File: config.mk
export PLATFORM = sky130hd
export DESIGN_NAME = msx_slot_top
export DESIGN_NICKNAME = d
export VERILOG_FILES = /design/src/hdl/msx_pkg.sv /design/src/hdl/bus_sequencer.sv /design/src/hdl/msx_slot_top.sv /design/src/hdl/sdram_map.sv /design/src/hdl/slot_select_regs.sv
export SDC_FILE = /design/constraint.sdc
export NUM_CORES = 1
export LEC_CHECK = 0
export ABC_AREA = 1
export BUFFER_PORTS_ARGS = -buffer_cell sky130_fd_sc_hd__buf_2
export CAP_MARGIN = 20
export CORE_ASPECT_RATIO = 1.4
export CORE_MARGIN = 10
export CORE_UTILIZATION = 49
export CTS_CLUSTER_DIAMETER = 80
export DETAILED_ROUTE_END_ITERATION = 8
export PLACE_DENSITY = 0.71
export SYNTH_ARGS = -nofsm -noshare
export SYNTH_HDL_FRONTEND = slang
export SYNTH_SLANG_ARGS = --single-unit
File: constraint.sdc
create_clock -name clk42m -period 3.3 [get_ports clk42m]
set_input_delay 0.165 -clock clk42m [delete_from_list [all_inputs] [get_ports clk42m]]
set_output_delay 0.165 -clock clk42m [all_outputs]
set_load 0.005 [all_outputs]
File: src/hdl/msx_pkg.sv
`default_nettype none

package msx_pkg;

	// ------------------------------------------------------------------------
	// Bus decode constants
	// ------------------------------------------------------------------------
	localparam logic [7:0]	slot_port_addr	= 8'hA8;	// PPI port A, primary slot
	localparam logic [15:0]	sec_slot_addr	= 16'hFFFF;	// Expanded slot register
	localparam logic [7:0]	open_bus_data	= 8'hFF;	// Pulled-up data bus

	localparam int			sdram_aw		= 23;		// 8 MB of byte addresses

	// ------------------------------------------------------------------------
	// SDRAM region prefixes, upper address bits above the page offset
	// ------------------------------------------------------------------------
	localparam logic [6:0]	region_mapper_ram	= 7'b100_0000;		// + a[15:13]
	localparam logic [7:0]	region_rom_1m		= 8'b010_0000_0;	// + ~a14, a13
	localparam logic [9:0]	region_rom_512k		= 10'b000_0100_000;	// Fixed base
	localparam logic [7:0]	region_logo_rom		= 8'b000_0011_1;	// Logo, ExtBASIC
	localparam logic [8:0]	region_music_rom	= 9'b000_0011_01;
	localparam logic [8:0]	region_iot_basic	= 9'b000_0011_00;
	localparam logic [7:0]	region_sub_rom		= 8'b000_0010_1;
	localparam logic [7:0]	region_main_rom		= 8'b000_0010_0;
	localparam logic [6:0]	region_nextor		= 7'b000_0000;		// + a[15:13]

	// CPU side command, held stable for the whole access
	typedef struct packed {
		logic			is_io;		// I/O cycle, else memory
		logic			write;
		logic [15:0]	addr;
		logic [7:0]		wdata;
	} cpu_cmd_t;

	// Command to the SDRAM controller
	typedef struct packed {
		logic					write;
		logic [sdram_aw-1:0]	addr;
		logic [7:0]				wdata;
	} mem_cmd_t;

	typedef struct packed {
		logic [1:0]	primary;	// Slot of the current page
		logic [1:0]	secondary;	// Sub slot, 0 when not expanded
		logic		expanded;
		logic		reg_hit;	// Access lands on a slot register
	} slot_route_t;

endpackage

`default_nettype wire

File: src/hdl/bus_sequencer.sv
`timescale 1ns/1ps
`default_nettype none

module bus_sequencer (
	input	wire							clk42m,
	input	wire							ff_reset_n,
	input	wire							cpu_req,
	input	msx_pkg::cpu_cmd_t				cpu_cmd,
	output	logic							cpu_ack,
	output	logic [7:0]						cpu_rdata,
	output	msx_pkg::cpu_cmd_t				cmd,
	input	msx_pkg::slot_route_t			route,
	input	wire [7:0]						reg_rdata,
	input	wire [msx_pkg::sdram_aw-1:0]	mem_addr,
	input	wire							mem_allowed,
	output	logic							reg_wr,
	output	logic							mem_req,
	output	msx_pkg::mem_cmd_t				mem_cmd,
	input	wire							mem_ack,
	input	wire [7:0]						mem_rdata
);
	import msx_pkg::*;

	typedef enum logic [1:0] {
		ST_IDLE,		// Wait for cpu_req
		ST_DECODE,		// Command latched, route settles
		ST_MEM,			// SDRAM handshake open
		ST_DONE			// Ack high, wait for both req sides low
	} seq_state_t;

	seq_state_t	ff_state;
	cpu_cmd_t	ff_cmd;
	mem_cmd_t	ff_mem_cmd;
	logic [7:0]	ff_rdata;
	logic		ff_cpu_ack;
	logic		ff_mem_req;

	assign cmd			= ff_cmd;
	assign mem_cmd		= ff_mem_cmd;
	assign cpu_ack		= ff_cpu_ack;
	assign mem_req		= ff_mem_req;
	assign cpu_rdata	= ff_rdata;
	assign reg_wr		= (ff_state == ST_DECODE) && route.reg_hit;		// One cycle only

	// ------------------------------------------------------------------------
	// Control FSM
	// ------------------------------------------------------------------------
	always_ff @(posedge clk42m) begin
		if (!ff_reset_n) begin
			ff_state	<= ST_IDLE;
			ff_cpu_ack	<= 1'b0;
			ff_mem_req	<= 1'b0;
		end
		else begin
			case (ff_state)
			ST_IDLE: begin
				if (cpu_req) begin
					ff_state <= ST_DECODE;
				end
			end
			ST_DECODE: begin
				if (!route.reg_hit && mem_allowed) begin
					ff_mem_req	<= 1'b1;
					ff_state	<= ST_MEM;
				end
				else begin
					ff_cpu_ack	<= 1'b1;		// Register or open bus
					ff_state	<= ST_DONE;
				end
			end
			ST_MEM: begin
				if (mem_ack) begin
					ff_mem_req	<= 1'b0;		// Drop req as ack goes up
					ff_cpu_ack	<= 1'b1;
					ff_state	<= ST_DONE;
				end
			end
			default: begin
				// SDRAM side must be quiet too before the next access
				if (!cpu_req && !mem_ack) begin
					ff_cpu_ack	<= 1'b0;
					ff_state	<= ST_IDLE;
				end
			end
			endcase
		end
	end

	// ------------------------------------------------------------------------
	// Command latch and read data mux
	// ------------------------------------------------------------------------
	always_ff @(posedge clk42m) begin
		if (ff_state == ST_IDLE && cpu_req) begin
			ff_cmd <= cpu_cmd;
		end
		if (ff_state == ST_DECODE) begin
			ff_mem_cmd <= '{write: ff_cmd.write, addr: mem_addr, wdata: ff_cmd.wdata};
			if (route.reg_hit) begin
				ff_rdata <= ff_cmd.write ? open_bus_data : reg_rdata;
			end
			else if (!mem_allowed) begin
				ff_rdata <= open_bus_data;		// Nothing answers
			end
		end
		if (ff_state == ST_MEM && mem_ack) begin
			ff_rdata <= ff_cmd.write ? open_bus_data : mem_rdata;
		end
	end

endmodule

`default_nettype wire

File: src/hdl/msx_slot_top.sv
`timescale 1ns/1ps
`default_nettype none

module msx_slot_top (
	input	wire							clk42m,
	input	wire							ff_reset_n,
	// CPU command port
	input	wire							cpu_req,
	input	msx_pkg::cpu_cmd_t				cpu_cmd,
	output	logic							cpu_ack,
	output	logic [7:0]						cpu_rdata,
	// SDRAM controller port
	output	logic							mem_req,
	output	msx_pkg::mem_cmd_t				mem_cmd,
	input	wire							mem_ack,
	input	wire [7:0]						mem_rdata
);
	import msx_pkg::*;

	cpu_cmd_t				w_cmd;			// Latched command
	slot_route_t			w_route;
	logic [7:0]				w_reg_rdata;
	logic					w_reg_wr;
	logic [sdram_aw-1:0]	w_mem_addr;
	logic					w_mem_allowed;

	// ------------------------------------------------------------------------
	// Slot registers, map, sequencer
	// ------------------------------------------------------------------------
	slot_select_regs u_regs (
		.clk42m			(clk42m),
		.ff_reset_n		(ff_reset_n),
		.cmd			(w_cmd),
		.reg_wr			(w_reg_wr),
		.route			(w_route),
		.reg_rdata		(w_reg_rdata)
	);

	sdram_map u_map (
		.cmd			(w_cmd),
		.route			(w_route),
		.mem_addr		(w_mem_addr),
		.mem_allowed	(w_mem_allowed)
	);

	bus_sequencer u_seq (
		.clk42m			(clk42m),
		.ff_reset_n		(ff_reset_n),
		.cpu_req		(cpu_req),
		.cpu_cmd		(cpu_cmd),
		.cpu_ack		(cpu_ack),
		.cpu_rdata		(cpu_rdata),
		.cmd			(w_cmd),
		.route			(w_route),
		.reg_rdata		(w_reg_rdata),
		.mem_addr		(w_mem_addr),
		.mem_allowed	(w_mem_allowed),
		.reg_wr			(w_reg_wr),
		.mem_req		(mem_req),
		.mem_cmd		(mem_cmd),
		.mem_ack		(mem_ack),
		.mem_rdata		(mem_rdata)
	);

endmodule

`default_nettype wire

File: src/hdl/sdram_map.sv
`timescale 1ns/1ps
`default_nettype none

module sdram_map (
	input	msx_pkg::cpu_cmd_t				cmd,
	input	msx_pkg::slot_route_t			route,
	output	logic [msx_pkg::sdram_aw-1:0]	mem_addr,
	output	logic							mem_allowed
);
	import msx_pkg::*;

	logic [9:0]	region_hi;		// SDRAM address bits 22:13
	logic		rd_ok;
	logic		wr_ok;
	logic [1:0]	page;
	logic		mid_pages;		// 4000h-BFFFh
	logic		low_pages;		// 0000h-7FFFh

	assign page			= cmd.addr[15:14];
	assign mid_pages	= (page == 2'd1) || (page == 2'd2);
	assign low_pages	= !cmd.addr[15];

	// ------------------------------------------------------------------------
	// Region select, priority order of the slot table
	// ------------------------------------------------------------------------
	always_comb begin
		region_hi	= 10'd0;		// 3-3 is empty
		rd_ok		= 1'b0;
		wr_ok		= 1'b0;
		if (route.primary == 2'd3 && route.secondary == 2'd0) begin
			region_hi	= {region_mapper_ram, cmd.addr[15:13]};		// Mapper RAM
			rd_ok		= 1'b1;
			wr_ok		= 1'b1;		// Only writable region
		end
		else if (route.primary == 2'd1) begin
			region_hi	= {region_rom_1m, ~cmd.addr[14], cmd.addr[13]};
			rd_ok		= mid_pages;
		end
		else if (route.primary == 2'd2) begin
			region_hi	= region_rom_512k;
			rd_ok		= mid_pages;
		end
		else if (route.primary == 2'd0 && route.secondary == 2'd3) begin
			region_hi	= {region_logo_rom, cmd.addr[14:13]};
			rd_ok		= mid_pages;
		end
		else if (route.primary == 2'd0 && route.secondary == 2'd2) begin
			region_hi	= {region_music_rom, cmd.addr[13]};		// 16 KB at 4000h
			rd_ok		= (page == 2'd1);
		end
		else if (route.primary == 2'd0 && route.secondary == 2'd1) begin
			region_hi	= {region_iot_basic, cmd.addr[13]};
			rd_ok		= (page == 2'd1);
		end
		else if (route.primary == 2'd3 && route.secondary == 2'd1) begin
			region_hi	= {region_sub_rom, cmd.addr[14:13]};
			rd_ok		= low_pages;
		end
		else if (route.primary == 2'd0 && route.secondary == 2'd0) begin
			region_hi	= {region_main_rom, cmd.addr[14:13]};		// BIOS + BASIC
			rd_ok		= low_pages;
		end
		else if (route.primary == 2'd3 && route.secondary == 2'd2) begin
			region_hi	= {region_nextor, cmd.addr[15:13]};
			rd_ok		= mid_pages;
		end
	end

	assign mem_addr		= {region_hi, cmd.addr[12:0]};		// 8 KB offset passes through

	// No SDRAM cycle for I/O or slot register hits
	assign mem_allowed	= !cmd.is_io && !route.reg_hit && (cmd.write ? wr_ok : rd_ok);

endmodule

`default_nettype wire

File: src/hdl/slot_select_regs.sv
`timescale 1ns/1ps
`default_nettype none

module slot_select_regs (
	input	wire					clk42m,
	input	wire					ff_reset_n,
	input	msx_pkg::cpu_cmd_t		cmd,
	input	wire					reg_wr,
	output	msx_pkg::slot_route_t	route,
	output	logic [7:0]				reg_rdata
);
	import msx_pkg::*;

	logic [7:0]	ff_prim_slot;		// Two bits per page
	logic [7:0]	ff_sec_slot0;		// Slot 0 expansion register
	logic [7:0]	ff_sec_slot3;		// Slot 3 expansion register
	logic [1:0]	page;
	logic [1:0]	prim;
	logic		expanded;
	logic [7:0]	sec_reg;
	logic		io_hit;
	logic		mem_hit;

	// ------------------------------------------------------------------------
	// Route decode for the latched access
	// ------------------------------------------------------------------------
	assign page		= cmd.addr[15:14];
	assign prim		= ff_prim_slot[{page, 1'b0} +: 2];
	assign expanded	= (prim == 2'd0) || (prim == 2'd3);		// Only 0 and 3 expanded
	assign sec_reg	= (prim == 2'd0) ? ff_sec_slot0 : ff_sec_slot3;

	// Port A8h hit
	assign io_hit	= cmd.is_io && (cmd.addr[7:0] == slot_port_addr);
	// FFFFh is page 3, so prim is already the page-3 slot here
	assign mem_hit	= !cmd.is_io && (cmd.addr == sec_slot_addr) && expanded;

	assign route.primary	= prim;
	assign route.secondary	= expanded ? sec_reg[{page, 1'b0} +: 2] : 2'd0;
	assign route.expanded	= expanded;
	assign route.reg_hit	= io_hit || mem_hit;

	// Secondary reads back inverted, as on real hardware
	assign reg_rdata		= io_hit ? ff_prim_slot : ~sec_reg;

	// ------------------------------------------------------------------------
	// Register writes
	// ------------------------------------------------------------------------
	always_ff @(posedge clk42m) begin
		if (!ff_reset_n) begin
			ff_prim_slot <= 8'h00;		// Everything in slot 0-0 after reset
			ff_sec_slot0 <= 8'h00;
			ff_sec_slot3 <= 8'h00;
		end
		else if (reg_wr && cmd.write) begin
			if (io_hit) begin
				ff_prim_slot <= cmd.wdata;
			end
			else if (mem_hit) begin
				if (prim == 2'd0) begin
					ff_sec_slot0 <= cmd.wdata;
				end
				else begin
					ff_sec_slot3 <= cmd.wdata;
				end
			end
		end
	end

endmodule

`default_nettype wire

### Word level (Yosys, flattened, before mapping)

Index checks and enable logic that the tools add are counted.

* bits in writable memories: 0
* register bits after elaboration: 94
* output and inout port bits: 42
* latch bits: 0
* bits in read-only memories: 0
* memories kept: 0
* bits of input ports: 38

* bitwise gates (word level): 5
* divide/modulo/power cells: 0
* multiplexer cells: 41
* add/subtract/negate cells: 0
* order comparisons: 0
* reductions and logical operators: 43
* shift-type cells: 2
* $mul: 0
* equality and inequality tests: 17

Operator list (count)
* 10-bit 2-to-1 mux: 7
* 8-bit 2-to-1 mux: 8
* 1-bit logical AND: 18
* 1-bit 2-to-1 mux: 17
* 16-bit equality test, second input constant: 1
* 8-bit by 4-bit variable part select with 2-bit output: 2
* 2-bit equality test, second input constant: 6
* 4-bit AND reduction: 3
* 2-bit by 1-bit equality test with 1-bit output, second input constant: 4
* 8-bit equality test, second input constant: 1
* 2-bit 2-to-1 mux: 4
* 2-bit != test, second input constant: 4
* 8-bit inverter: 1
* 8-bit OR reduction: 1
* 2-bit logical NOT: 3
* 3-bit 2-to-1 mux: 2
* 2-bit case mux with 3 select lines: 1
* 3-bit AND reduction: 2
* 1-bit logical NOT: 5
* 1-bit inverter: 4
* 2-bit AND reduction: 2
* 2-bit nonzero test: 2
* 4-bit nonzero test: 1
* 1-bit logical OR: 3
* 6 further kinds: 6

### Longest topological paths before layout

Gate-level depths: netlist of run 1.

* depth after elaboration: 22
* gate-level depth with buffers: 27
* gate-level depth less buffers: 26

### Modules after synthesis

Synthesis of run 1 repeated with hierarchy kept, for this count alone.

* cell total of the unflattened synthesis: 452
* area total of the unflattened synthesis: 4282.9 sq um

Modules (own cells, without submodules)
* bus_sequencer: area an instance 2467.4 sq um, cells each 147, times used 1, seq. area each 2062.0 sq um
* slot_select_regs: area an instance 1462.7 sq um, cells each 239, times used 1, seq. area each 480.5 sq um
* sdram_map: area an instance 352.8 sq um, cells each 66, times used 1, seq. area each 0.0 sq um

### Worst setup path before layout of run 1

Ideal clock, no wire load.

* path kind: flip-flop to flip-flop
* from: register u_seq.ff_cmd (netlist bit u_seq.cmd[22])
* to: register u_seq.ff_rdata[0] (netlist: u_seq.cpu_rdata[0]), enable pin
* clock period less this slack: 3.113 ns
* path buffers: 2
* cell stages (with the launch flop): 25
* required time: 2.971 ns
* data arrival time: 2.784 ns
* slack: 0.187 ns
* cell sequence: edfxtp_1 -> buf_4 -> nor2_1 -> inv_1 -> a32oi_1 -> inv_1 -> ha_1 -> inv_2 -> buf_6 -> nand2_2 -> nand3_2 -> nand3_1 -> nand2_2 -> nand2_2 -> inv_2 -> nand2_2 -> nor2_2 -> nor2_2 -> nor2_1 -> nor2_1 -> nand2_1 -> nand2_1 -> nand2_1 -> nand2_2 -> nand2_1

* longest elaborated chain between the ends: 20
* elaborated cells between the ends (all ways): 43

RTL lines
* start: declaration: RTL line bus_sequencer.sv:32 `cpu_cmd_t ff_cmd;`
* start signal: assignment: RTL line bus_sequencer.sv:94 `ff_cmd <= cpu_cmd;`
* 8-bit by 4-bit variable part select with 2-bit output: RTL line slot_select_regs.sv:28 `assign prim = ff_prim_slot[{page, 1'b0} +: 2];`
* 2-bit logical NOT
* 8-bit 2-to-1 mux: RTL line slot_select_regs.sv:30 `assign sec_reg = (prim == 2'd0) ? ff_sec_slot0 : ff_sec_slot3;`
* 8-bit by 4-bit variable part select with 2-bit output: RTL line slot_select_regs.sv:38 `assign route.secondary = expanded ? sec_reg[{page, 1'b0} +: 2] : 2'd0;`
* 2-bit 2-to-1 mux: RTL line slot_select_regs.sv:38
* 2-bit equality test: RTL line sdram_map.sv:47, sdram_map.sv:63
* 1-bit logical AND: RTL line sdram_map.sv:63 `else if (route.primary == 2'd3 && route.secondary == 2'd2) begin`
* 1-bit 2-to-1 mux: RTL line sdram_map.sv:63
* (+4 left out)
* 1-bit 2-to-1 mux: RTL line sdram_map.sv:43 `else if (route.primary == 2'd0 && route.secondary == 2'd3) begin`
* 1-bit 2-to-1 mux: RTL line sdram_map.sv:39 `else if (route.primary == 2'd2) begin`
* 1-bit 2-to-1 mux: RTL line sdram_map.sv:35 `else if (route.primary == 2'd1) begin`
* 1-bit 2-to-1 mux: RTL line sdram_map.sv:30 `if (route.primary == 2'd3 && route.secondary == 2'd0) begin`
* 1-bit 2-to-1 mux: RTL line sdram_map.sv:72 `assign mem_allowed = !cmd.is_io && !route.reg_hit && (cmd.write ? wr_ok : rd_ok);`
* 1-bit logical AND: RTL line sdram_map.sv:72
* 3-bit by 2-bit != test with 1-bit output (no line) (*)
* 2-bit AND reduction (no line) (*)
* end signal: assignment: RTL line bus_sequencer.sv:99 `ff_rdata <= ff_cmd.write ? open_bus_data : reg_rdata;`
* end signal: assignment: RTL line bus_sequencer.sv:102 `ff_rdata <= open_bus_data;`
* end signal: assignment: RTL line bus_sequencer.sv:106 `ff_rdata <= ff_cmd.write ? open_bus_data : mem_rdata;`
* end: declaration: RTL line bus_sequencer.sv:34 `logic [7:0] ff_rdata;`

Every way passes the cells marked *; elsewhere a longest branch is shown, timed or not.
A chain may end at the register's enable or synchronous reset.

### Worst setup path after layout of run 1

* from: register u_seq.ff_cmd (netlist bit u_seq.cmd[22])
* to: register u_seq.ff_state[0]

* longest elaborated chain between the ends: 21
* elaborated cells between the ends (all ways): 44

RTL lines
* 8-bit by 4-bit variable part select with 2-bit output: RTL line slot_select_regs.sv:28
* 2-bit logical NOT
* 8-bit 2-to-1 mux: RTL line slot_select_regs.sv:30
* 8-bit by 4-bit variable part select with 2-bit output: RTL line slot_select_regs.sv:38
* 2-bit 2-to-1 mux: RTL line slot_select_regs.sv:38
* 2-bit equality test: RTL line sdram_map.sv:47, sdram_map.sv:63
* 1-bit logical AND: RTL line sdram_map.sv:63
* 1-bit 2-to-1 mux: RTL line sdram_map.sv:63
* (+5 left out)
* 1-bit 2-to-1 mux: RTL line sdram_map.sv:39
* 1-bit 2-to-1 mux: RTL line sdram_map.sv:35
* 1-bit 2-to-1 mux: RTL line sdram_map.sv:30
* 1-bit 2-to-1 mux: RTL line sdram_map.sv:72
* 1-bit logical AND: RTL line sdram_map.sv:72
* 1-bit logical AND (*): RTL line bus_sequencer.sv:62 `if (!route.reg_hit && mem_allowed) begin`
* 1-bit 2-to-1 mux (*): RTL line bus_sequencer.sv:62
* 2-bit case mux with 3 select lines (*): RTL line bus_sequencer.sv:55 `case (ff_state)`
* end signal: assignment: RTL line bus_sequencer.sv:58 `ff_state <= ST_DECODE;`
* end signal: assignment: RTL line bus_sequencer.sv:64 `ff_state <= ST_MEM;`
* end signal: assignment: RTL line bus_sequencer.sv:68 `ff_state <= ST_DONE;`
* end: declaration: RTL line bus_sequencer.sv:31 `seq_state_t ff_state;`

Marks and branches as above.

==> metrics, run 1 <==
Critical Setup Path Class reg -> reg; max frequency 0.335 GHz; TritonCTS clock tree done; Worst Min Path Start cpu_cmd[15]; post-route antenna net violation count 0; Final Max Tran Viols 0; I/O Buffers 77; Via density 5.19; Die Width 96.7 um; CP max stage cell edfxtp_1; Final Hold Vio Count 0; drt first pass iters 4; Lkg Pwr 2.11 nW; Syn. warnings 0; Worst Path Arrival 3.26 ns; CP Cell Sequence bufinv_8 > nand2_1 > a32oi_2 > inv_1 > ha_4 > buf_8 > nand2_1 > nand3_1 > nand2_1 > nand2_2 > nand2_1 > nand4_1 > nand2_1 > nand2_1 > nand3_2 > nand2_1 > nand2_1 > nand2_1 > nand2_1 > nand2_2 > buf_4 > nand2_1 > nand2_1 > a21oi_2; final setup fails 0; CP bufs+invs 4; initial core utilization 49.9%; Levels on crit path 24; Syn Inst Count 386; Starting DRT DRC Count 208; Placement Cell Area 4620 sq um; area of the core 8100 sq um; Multi-input gate area 1360 sq um; Max FO, Critical Path 13; worst path required time 3.57 ns; ys flop type edfxtp_1; largest net degree at the start of global routing 27; crit end category flop; CTS root buf clkbuf_16; status complete, no violations; cell family with most CP delay simple AND/OR/NAND/NOR gates; power per cell area 704 nW/um^2; clk_lat worst skew 0.34 ns; Worst-Margin Slew 0.552 ns; worst vdd ir 0.402 mV; R2R Setup Slk 0.31 ns; Reg2Reg Launch Point u_seq.cmd[22]$_DFFE_PP_; Reg clk slew, reported paths 0.06 ns; post-synthesis sequential area ratio 61.4%; total CTS buffers 9; top post-synthesis cells by area edfxtp_1, dfxtp_1, nand2_1, a21oi_1, inv_1; Hold EP u_seq.cmd[15]$_DFFE_PP_; CP dominant cell by count nand2_1; NumNets Final 547; worst slack, placed 0.0285 ns; Placer Congestion 0.896; final WL 9880 um; r2r worst-path depth 24; reg-to-reg endpoint u_seq.ff_state[0]$_SDFFE_PN0P_; startpoint types flop; headroom to the max-slew limit 63.2%; H-tree depth 3; top cell type's share of synthesized area 47.6%; DP Wirelength 7530 um; worst min-delay path category in -> reg; DR DRC count 0; antenna cell count 0; Mapped Area 4040 sq um; total area of sequential cells 2480 sq um; Final Cell Area 5110 sq um; Cell Rows 39; min cycle time layout 2.99 ns; via count 3147; die boundary height 127 um; Clock Skews 0.00365 ns; share of layout cells above drive strength 1 29.8%; vias in the first global route 3188; GRT Overall Usage 15.9%; most common cell in the netlist edfxtp_1; Synth area leader edfxtp_1; # clock sinks 92; Wirelength per Cell 16.3 um; initial antenna violation count 0; CTS max path bufs 2; Netlist cell types 38; worst hold path depth 1; Layout area overhead 26.6%; die area 12300 sq um; I/O pins 80; FF+latch count, synth 92; fillers 665; Synth async-reset ratio 0%; max cap viols 0; most common library cells after synthesis edfxtp_1, nand2_1, inv_1; Mean Syn Cell Area 10.5 sq um; first-pass GRT wire length 15700 um; Tcrit/Tclk final 90.5%; Post-synth EDFFs 64; total grt overflow 0; Worst path max stage delay 0.46 ns; Final WS setup 0.314 ns
-- metal layers --
| layer | global-route usage (%) | vias to the layer above | wire length (um) |
|---|---|---|---|
| met5 | 0 | - | 0 |
| li1 | - | 1560 | - |
| met1 | 15.4 | 1472 | 3610 |
| met3 | 4.37 | 25 | 470 |
| met2 | 29.3 | 90 | 5370 |
| met4 | 9.14 | 0 | 425 |
-- through the flow --
stage	power (mW)	cells	setup TNS, ns	hold slack, ns	utilization, %
floorplan	2.24	387	0	0.264	-
global placement	2.62	573	0	0.341	57.0
detailed placement	2.64	573	0	0.344	57.0
CTS	3.57	602	0	0.000203	61.9
global route	3.82	606	-0.00526	0.000414	63.1
finish	3.60	606	0	0.00469	63.1
-- final cells by class --
class	instances	area share (%)
Tap cell	102	2.50
Clock buffer	14	4.97
Sequential cell	92	48.5
Multi-Input combinational cell	243	26.5
Timing Repair Buffer	112	13.9
Inverter	41	3.38
Clock inverter	2	0.220
-- worst max path at each step --
| stage | startpoint | end | slack (ns) |
|---|---|---|---|
| global route | u_seq.cmd[22]$_DFFE_PP_ | u_seq.mem_req$_SDFFE_PN0P_ | -0.005 |
| finish | u_seq.cmd[22]$_DFFE_PP_ | u_seq.ff_state[0]$_SDFFE_PN0P_ | 0.31 |
| detailed placement | u_seq.cmd[22]$_DFFE_PP_ | u_seq.cpu_rdata[2]$_DFFE_PP_ | 0.03 |
| global placement | u_seq.cmd[22]$_DFFE_PP_ | u_seq.cpu_rdata[2]$_DFFE_PP_ | 0.13 |
| floorplan | u_seq.cmd[22]$_DFFE_PP_ | u_seq.cpu_rdata[0]$_DFFE_PP_ | 0.19 |
| CTS | u_seq.cmd[22]$_DFFE_PP_ | u_seq.cpu_rdata[5]$_DFFE_PP_ | 0.005 |
-- report_power, final --
group	total, mW	switching (mW)	leakage [nW]	internal, mW
Combinational	1.04	0.634	1.17	0.410
Sequential	1.64	0.0992	0.805	1.54
Clock	0.921	0.390	0.131	0.531
-- cell usage in the layout (no fill, tap or decap), drive strengths merged, types with 8 or more instances in the layout --
cell         instances
nor2                37
clkbuf              14
dfxtp               28
ha                  10
buf                 98
o22ai                9
nand4                8
inv                 39
nand3               19
a21oi               34
a211oi               8
edfxtp              64
dlygate4sd3         14
nand2               79
o21ai               23
-- cells by family (layout without fill, tap and decap cells) --
group                      after synthesis  in the layout  share of synthesized area, %
DFF                                     92             92                          61.4
and+or+nand+nor                        152            152                          18.3
buffers and inverters                   52            169                          5.95
adders and majority gates               10             10                          3.10
AOI/OAI and AO/OA                       79             79                          11.1
other                                    1              2                        0.0928
-- registers in the layout, summed over array words and instances (netlist names) --
name	count
u_seq.cpu_ack	1
u_seq.mem_req	1
u_regs.ff_sec_slot0	8
u_regs.ff_prim_slot	8
u_seq.cmd	26
u_seq.ff_state	2
u_seq.mem_cmd	30
u_regs.ff_sec_slot3	8
u_seq.cpu_rdata	8
-- what timing repair did --
item	in CTS	in global routing
hold buffers	13	1
setup buffers	0	2
gates resized for setup	0	11
setup endpoints to repair	0	13
endpoints found under the hold margin	13	1
(Power assumes the default switching activity.)
==> run 2: changes to the inputs <==
CORE_MARGIN = 5   (was 10)
CTS_BUF_LIST = sky130_fd_sc_hd__clkbuf_16   (was default)
==> run 2 against run 1 <==
Net effect: clock skew up 0.0018 ns; register-to-register slack worse by 0.03 ns; maximum frequency down 1.1%; final area up 2.1%; via count about the same; combinational power about the same; worst setup slack worse by 0.034 ns; critical path depth unchanged; core utilization up 1.3 points; largest cell class unchanged; largest power group unchanged.
==> metrics, run 2 (synthesis results as in run 1) <==
max frequency 0.331 GHz; clk_lat worst skew 0.34 ns; Cell Rows 39; # clock sinks 92; Clock Skews 0.00548 ns; post-route antenna net violation count 0; final setup fails 0; crit end category flop; CTS root buf clkbuf_16; clock power share 30.3%; Reg2Reg Launch Point u_seq.cmd[22]$_DFFE_PP_; unrepaired setup endpoints after global routing no; Wirelength per Cell 15.9 um; largest net degree at the start of global routing 24; CP max stage cell edfxtp_1; drt first pass iters 6; TritonCTS clock tree done; Via density 5.17; Layout area overhead 29.2%; Final Max Tran Viols 0; hold slack 0.00817 ns; Multi-input gate area 1350 sq um; Comb power frac 26.7%; H-tree depth 3; Worst path max stage delay 0.43 ns; max cap viols 0; die boundary height 117 um; post-layout util 64.5%; via count 3145; worst path required time 3.35 ns; final WL 9650 um; cell family with most CP delay simple AND/OR/NAND/NOR gates; total CTS buffers 9; Internal 2.67 mW; I/O Buffers 77; Tcrit/Tclk final 91.5%; CP bufs+invs 6; CP startpoint u_seq.cmd[22]$_DFFE_PP_; most frequent cells in the layout buf_2, edfxtp_1, nand2_1; worst slack, placed -0.0271 ns; antenna cell count 0; Worst Min Path Start cpu_cmd[21]; CP Cell Sequence buf_12 > nor2_1 > inv_1 > a32oi_2 > inv_1 > ha_2 > buf_6 > nand2_1 > nand3_1 > nand3_1 > nand2_2 > nand2_2 > inv_2 > nand2_1 > nand2_2 > nand3_1 > nand2_1 > inv_1 > nand2_1 > nand2_1 > nand2_1 > nand2_1 > nand2_2 > nand2_4; P_sw 1.14 mW; CP dominant cell by count nand2_1; Final WS setup 0.280 ns; setup TNS 0 ns; DR DRC count 0; area of the core 8100 sq um; max reg flops 30; Reg clk slew, reported paths 0.06 ns; Flop pwr share 43.0%; Critical Setup Path Class reg -> reg; CTS max path bufs 2; Die Width 86.7 um; total grt overflow 0; NumNets Final 549; initial antenna violation count 0; first-pass GRT wire length 15300 um; Max FO, Critical Path 13; die area 10200 sq um; Lkg Pwr 2.15 nW; power per cell area 729 nW/um^2; Pwr Total 3.80 mW; fillers 680; Placer Congestion 0.885; status complete, no violations; startpoint types flop; Starting DRT DRC Count 148; total area of sequential cells 2480 sq um; I/O pins 80; GRT Overall Usage 19.7%; Final Hold Vio Count 0; Worst Path Arrival 3.07 ns; worst min-delay path category in -> reg; vias in the first global route 3133; min cycle time layout 3.02 ns; share of layout cells above drive strength 1 29.1%; worst vdd ir 0.561 mV; DP Wirelength 7010 um; initial core utilization 49.9%; Worst-Margin Slew 0.526 ns; headroom to the max-slew limit 65.0%; Sw Share 29.9%; most common cell after layout, fill and taps aside buf_2
run 2: what timing repair did:
action	in CTS	in global routing
setup endpoints to repair	8	11
setup buffers	0	2
hold endpoints to repair	20	1
hold buffers	20	1
gates resized for setup	1	7
pin swaps	0	2
run 2: final cells by class:
type | count | area share [%]
sequential | 92 | 47.5
multi-input combinational | 243 | 25.8
timing repair buffer | 114 | 14.4
clock buffer | 9 | 4.31
inverter | 41 | 3.31
tap | 102 | 2.44
clock inverter | 7 | 2.20
run 2: worst paths after layout:
check	to	slack (ns)	cells past startpoint
setup / recovery	u_seq.cpu_rdata[6]$_DFFE_PP_	0.28	24
hold / removal	u_seq.cmd[21]$_DFFE_PP_	0.008	1
setup reg to reg	u_seq.cpu_rdata[6]$_DFFE_PP_	0.28	24
hold reg to reg	u_seq.mem_cmd[2]$_DFFE_PP_	0.45	0
run 2: per-layer routing:
| metal | share of wire [%] | track usage, % |
|---|---|---|
| met1 | 39 | 21.6 |
| met2 | 53 | 33.9 |
| met3 | 3.8 | 3.16 |
| met4 | 4.2 | 13.4 |
| met5 | 0 | 0 |
run 2: power groups by stage:
| stage | clock, mW | sequential [mW] | combinational, mW |
|---|---|---|---|
| 2_1_floorplan | 0 | 1.67 | 0.580 |
| 3_3_place_gp | 0 | 1.66 | 0.933 |
| 3_5_place_dp | 0 | 1.66 | 0.968 |
| 4_1_cts | 1.17 | 1.64 | 0.991 |
| 5_1_grt | 1.23 | 1.66 | 1.12 |
| 6_report | 1.15 | 1.64 | 1.01 |
run 2: through the flow:
| step | std cells | cell area, sq um |
|---|---|---|
| 3_5_place_dp | 569 | 4620 |
| 5_1_grt | 608 | 5220 |
| 4_1_cts | 605 | 5160 |
| 6_report | 608 | 5220 |
| 2_1_floorplan | 387 | 4040 |
| 3_3_place_gp | 568 | 4590 |
==> run 3: changes to the inputs <==
CORE_UTILIZATION = 30   (was 49)
PLACE_DENSITY = 0.46   (was 0.71)
==> run 3 against run 2 <==
Net effect: sequential share of layout area is 1.2 points lower; cell count rose by 15%; worst setup slack worse by 0.013 ns; clock skew is 0.0049 ns higher; power decreased by 0.99%; critical path depth fell by 3; final area increased by 2.6%; first-iteration DRC count down 3.4%; critical endpoint unchanged; highest routed layer unchanged.
==> metrics, run 3 (synthesis results as in run 1) <==
Final Max Tran Viols 0; Cell Rows 50; P_sw 1.15 mW; headroom to the max-slew limit 59.1%; DR DRC count 0; total CTS buffers 9; Comb power frac 27.1%; post-layout util 40.2%; Wirelength per Cell 14.5 um; cell family with most CP delay simple AND/OR/NAND/NOR gates; Reg2Reg Launch Point u_seq.cmd[22]$_DFFE_PP_; setup TNS 0 ns; NumNets Final 559; max cap viols 0; worst hold path depth 1; Worst Path Arrival 3.07 ns; Worst Min Path Start cpu_cmd[24]; first-pass GRT wire length 16200 um; CP Cell Sequence bufinv_8 > nand2_1 > a32oi_2 > inv_1 > ha_4 > buf_6 > nand2_1 > nand3_1 > nand2_1 > nand2_2 > nand2_1 > nand4_1 > nand2_1 > nand2_1 > nand3_2 > nand2_1 > nand2_1 > nand2_1 > nand2_1 > nand2_2 > nand2_2; via count 3037; GRT Overall Usage 13.4%; Reg clk slew, reported paths 0.07 ns; Clock Skews 0.0104 ns; Cell Count Post-Placement 658; die area 15900 sq um; final WL 10100 um; drt first pass iters 5; power per cell area 703 nW/um^2; r2r worst-path depth 21; R2R Setup Slk 0.27 ns; Internal 2.61 mW; CTS root buf clkbuf_16; initial antenna violation count 0; Worst-Margin Slew 0.613 ns; CTS max path bufs 2; startpoint types flop; area of the core 13300 sq um; die boundary height 147 um; Die Width 108 um; Final Hold Vio Count 0; I/O Buffers 77; fillers 1331; clock power share 29.2%; total grt overflow 0; Tcrit/Tclk final 91.9%; DP Wirelength 7560 um; worst path required time 3.33 ns; Layout area overhead 32.6%; max frequency 0.330 GHz; min cycle time layout 3.03 ns; most common cell after layout, fill and taps aside buf_2; CP dominant cell by count nand2_1; CP bufs+invs 3; non-filler instance count after layout 698; Hold EP u_seq.cmd[24]$_DFFE_PP_; TritonCTS clock tree done; Placer Congestion 0.836; Worst path max stage delay 0.48 ns; worst min-delay path category in -> reg; share of layout cells above drive strength 1 30.6%; initial core utilization 30.3%; I/O pins 80; CP max stage cell edfxtp_1; reg-to-reg endpoint u_seq.cpu_rdata[6]$_DFFE_PP_; Max FO, Critical Path 8; # clock sinks 92; status complete, no violations; vias in the first global route 3170; Lkg Pwr 2.18 nW; worst vdd ir 0.243 mV; Via density 4.35; Starting DRT DRC Count 143; clk_lat worst skew 0.34 ns; post-route antenna net violation count 0; most frequent cells in the layout buf_2, edfxtp_1, nand2_1; H-tree depth 3; final setup fails 0; max reg flops 30; Flop pwr share 43.6%; antenna cell count 0; largest net degree at the start of global routing 27; Critical Setup Path Class reg -> reg; Sw Share 30.6%; crit end category flop
[run 3: cell type report]
cell class	instances	area [sq um]	share of cell area, %
Clock buffer	9	225	4.20
Clock inverter	7	97.6	1.82
Inverter	41	173	3.22
Multi-Input combinational cell	243	1350	25.3
Sequential cell	92	2480	46.3
Tap cell	182	228	4.25
Timing Repair Buffer	124	797	14.9
[run 3: layer usage]
metal	vias to the layer above	global-route usage, %	share of wire, %
li1	1586	-	-
met2	56	24.2	54
met5	-	0	0
met3	17	2.73	2.8
met4	0	6.06	2.6
met1	1378	14.8	40
[run 3: metrics by stage]
stage	cell area, sq um	worst slack (ns)	hold slack (ns)	power (mW)
final	5360	0.267	0.0125	3.77
after global routing	5360	-0.0172	0.00238	4.01
after CTS	5300	0.0966	0.00445	3.79
after detailed placement	4760	0.00647	0.343	2.65
after global placement	4760	0.117	0.341	2.65
after floorplan	4040	0.187	0.264	2.24
[run 3: power by group through the flow]
| stage | logic (mW) | clock network [mW] | registers, mW |
|---|---|---|---|
| 2_1_floorplan | 0.580 | 0 | 1.67 |
| 3_3_place_gp | 0.983 | 0 | 1.67 |
| 3_5_place_dp | 0.982 | 0 | 1.67 |
| 4_1_cts | 1.01 | 1.14 | 1.65 |
| 5_1_grt | 1.15 | 1.19 | 1.67 |
| 6_report | 1.02 | 1.10 | 1.64 |
[run 3: worst reg2reg max path, cell delays in order, from the launching register on]
cell,delay [ns]
edfxtp_1,0.48
bufinv_8,0.24
nand2_1,0.06
a32oi_2,0.19
inv_1,0.11
ha_4,0.19
buf_6,0.13
nand2_1,0.08
nand3_1,0.11
nand2_1,0.10
nand2_2,0.07
nand2_1,0.09
nand4_1,0.12
nand2_1,0.12
nand2_1,0.07
nand3_2,0.07
nand2_1,0.05
nand2_1,0.05
nand2_1,0.07
nand2_1,0.08
nand2_2,0.06
nand2_2,0.18
[run 3: what timing repair did]
item,CTS,global route
resized for setup,1,7
hold buffers,21,1
buffers inserted,0,2
setup endpoints to repair,8,11
hold endpoints to repair,21,1
gates cloned,0,0
[run 3: how the worst max path moves through the flow]
| stage | slack (ns) | from | depth (start not counted) | endpoint |
|---|---|---|---|---|
| after floorplan | 0.19 | u_seq.cmd[22]$_DFFE_PP_ | 24 | u_seq.cpu_rdata[0]$_DFFE_PP_ |
| after global placement | 0.12 | u_seq.cmd[22]$_DFFE_PP_ | 22 | u_seq.cpu_rdata[0]$_DFFE_PP_ |
| after detailed placement | 0.006 | u_seq.cmd[22]$_DFFE_PP_ | 22 | u_seq.cpu_rdata[7]$_DFFE_PP_ |
| after CTS | 0.1 | u_seq.cmd[22]$_DFFE_PP_ | 22 | u_seq.cpu_rdata[6]$_DFFE_PP_ |
| after global routing | -0.02 | u_seq.cmd[22]$_DFFE_PP_ | 25 | u_seq.ff_state[0]$_SDFFE_PN0P_ |
| final | 0.27 | u_seq.cmd[22]$_DFFE_PP_ | 21 | u_seq.cpu_rdata[6]$_DFFE_PP_ |
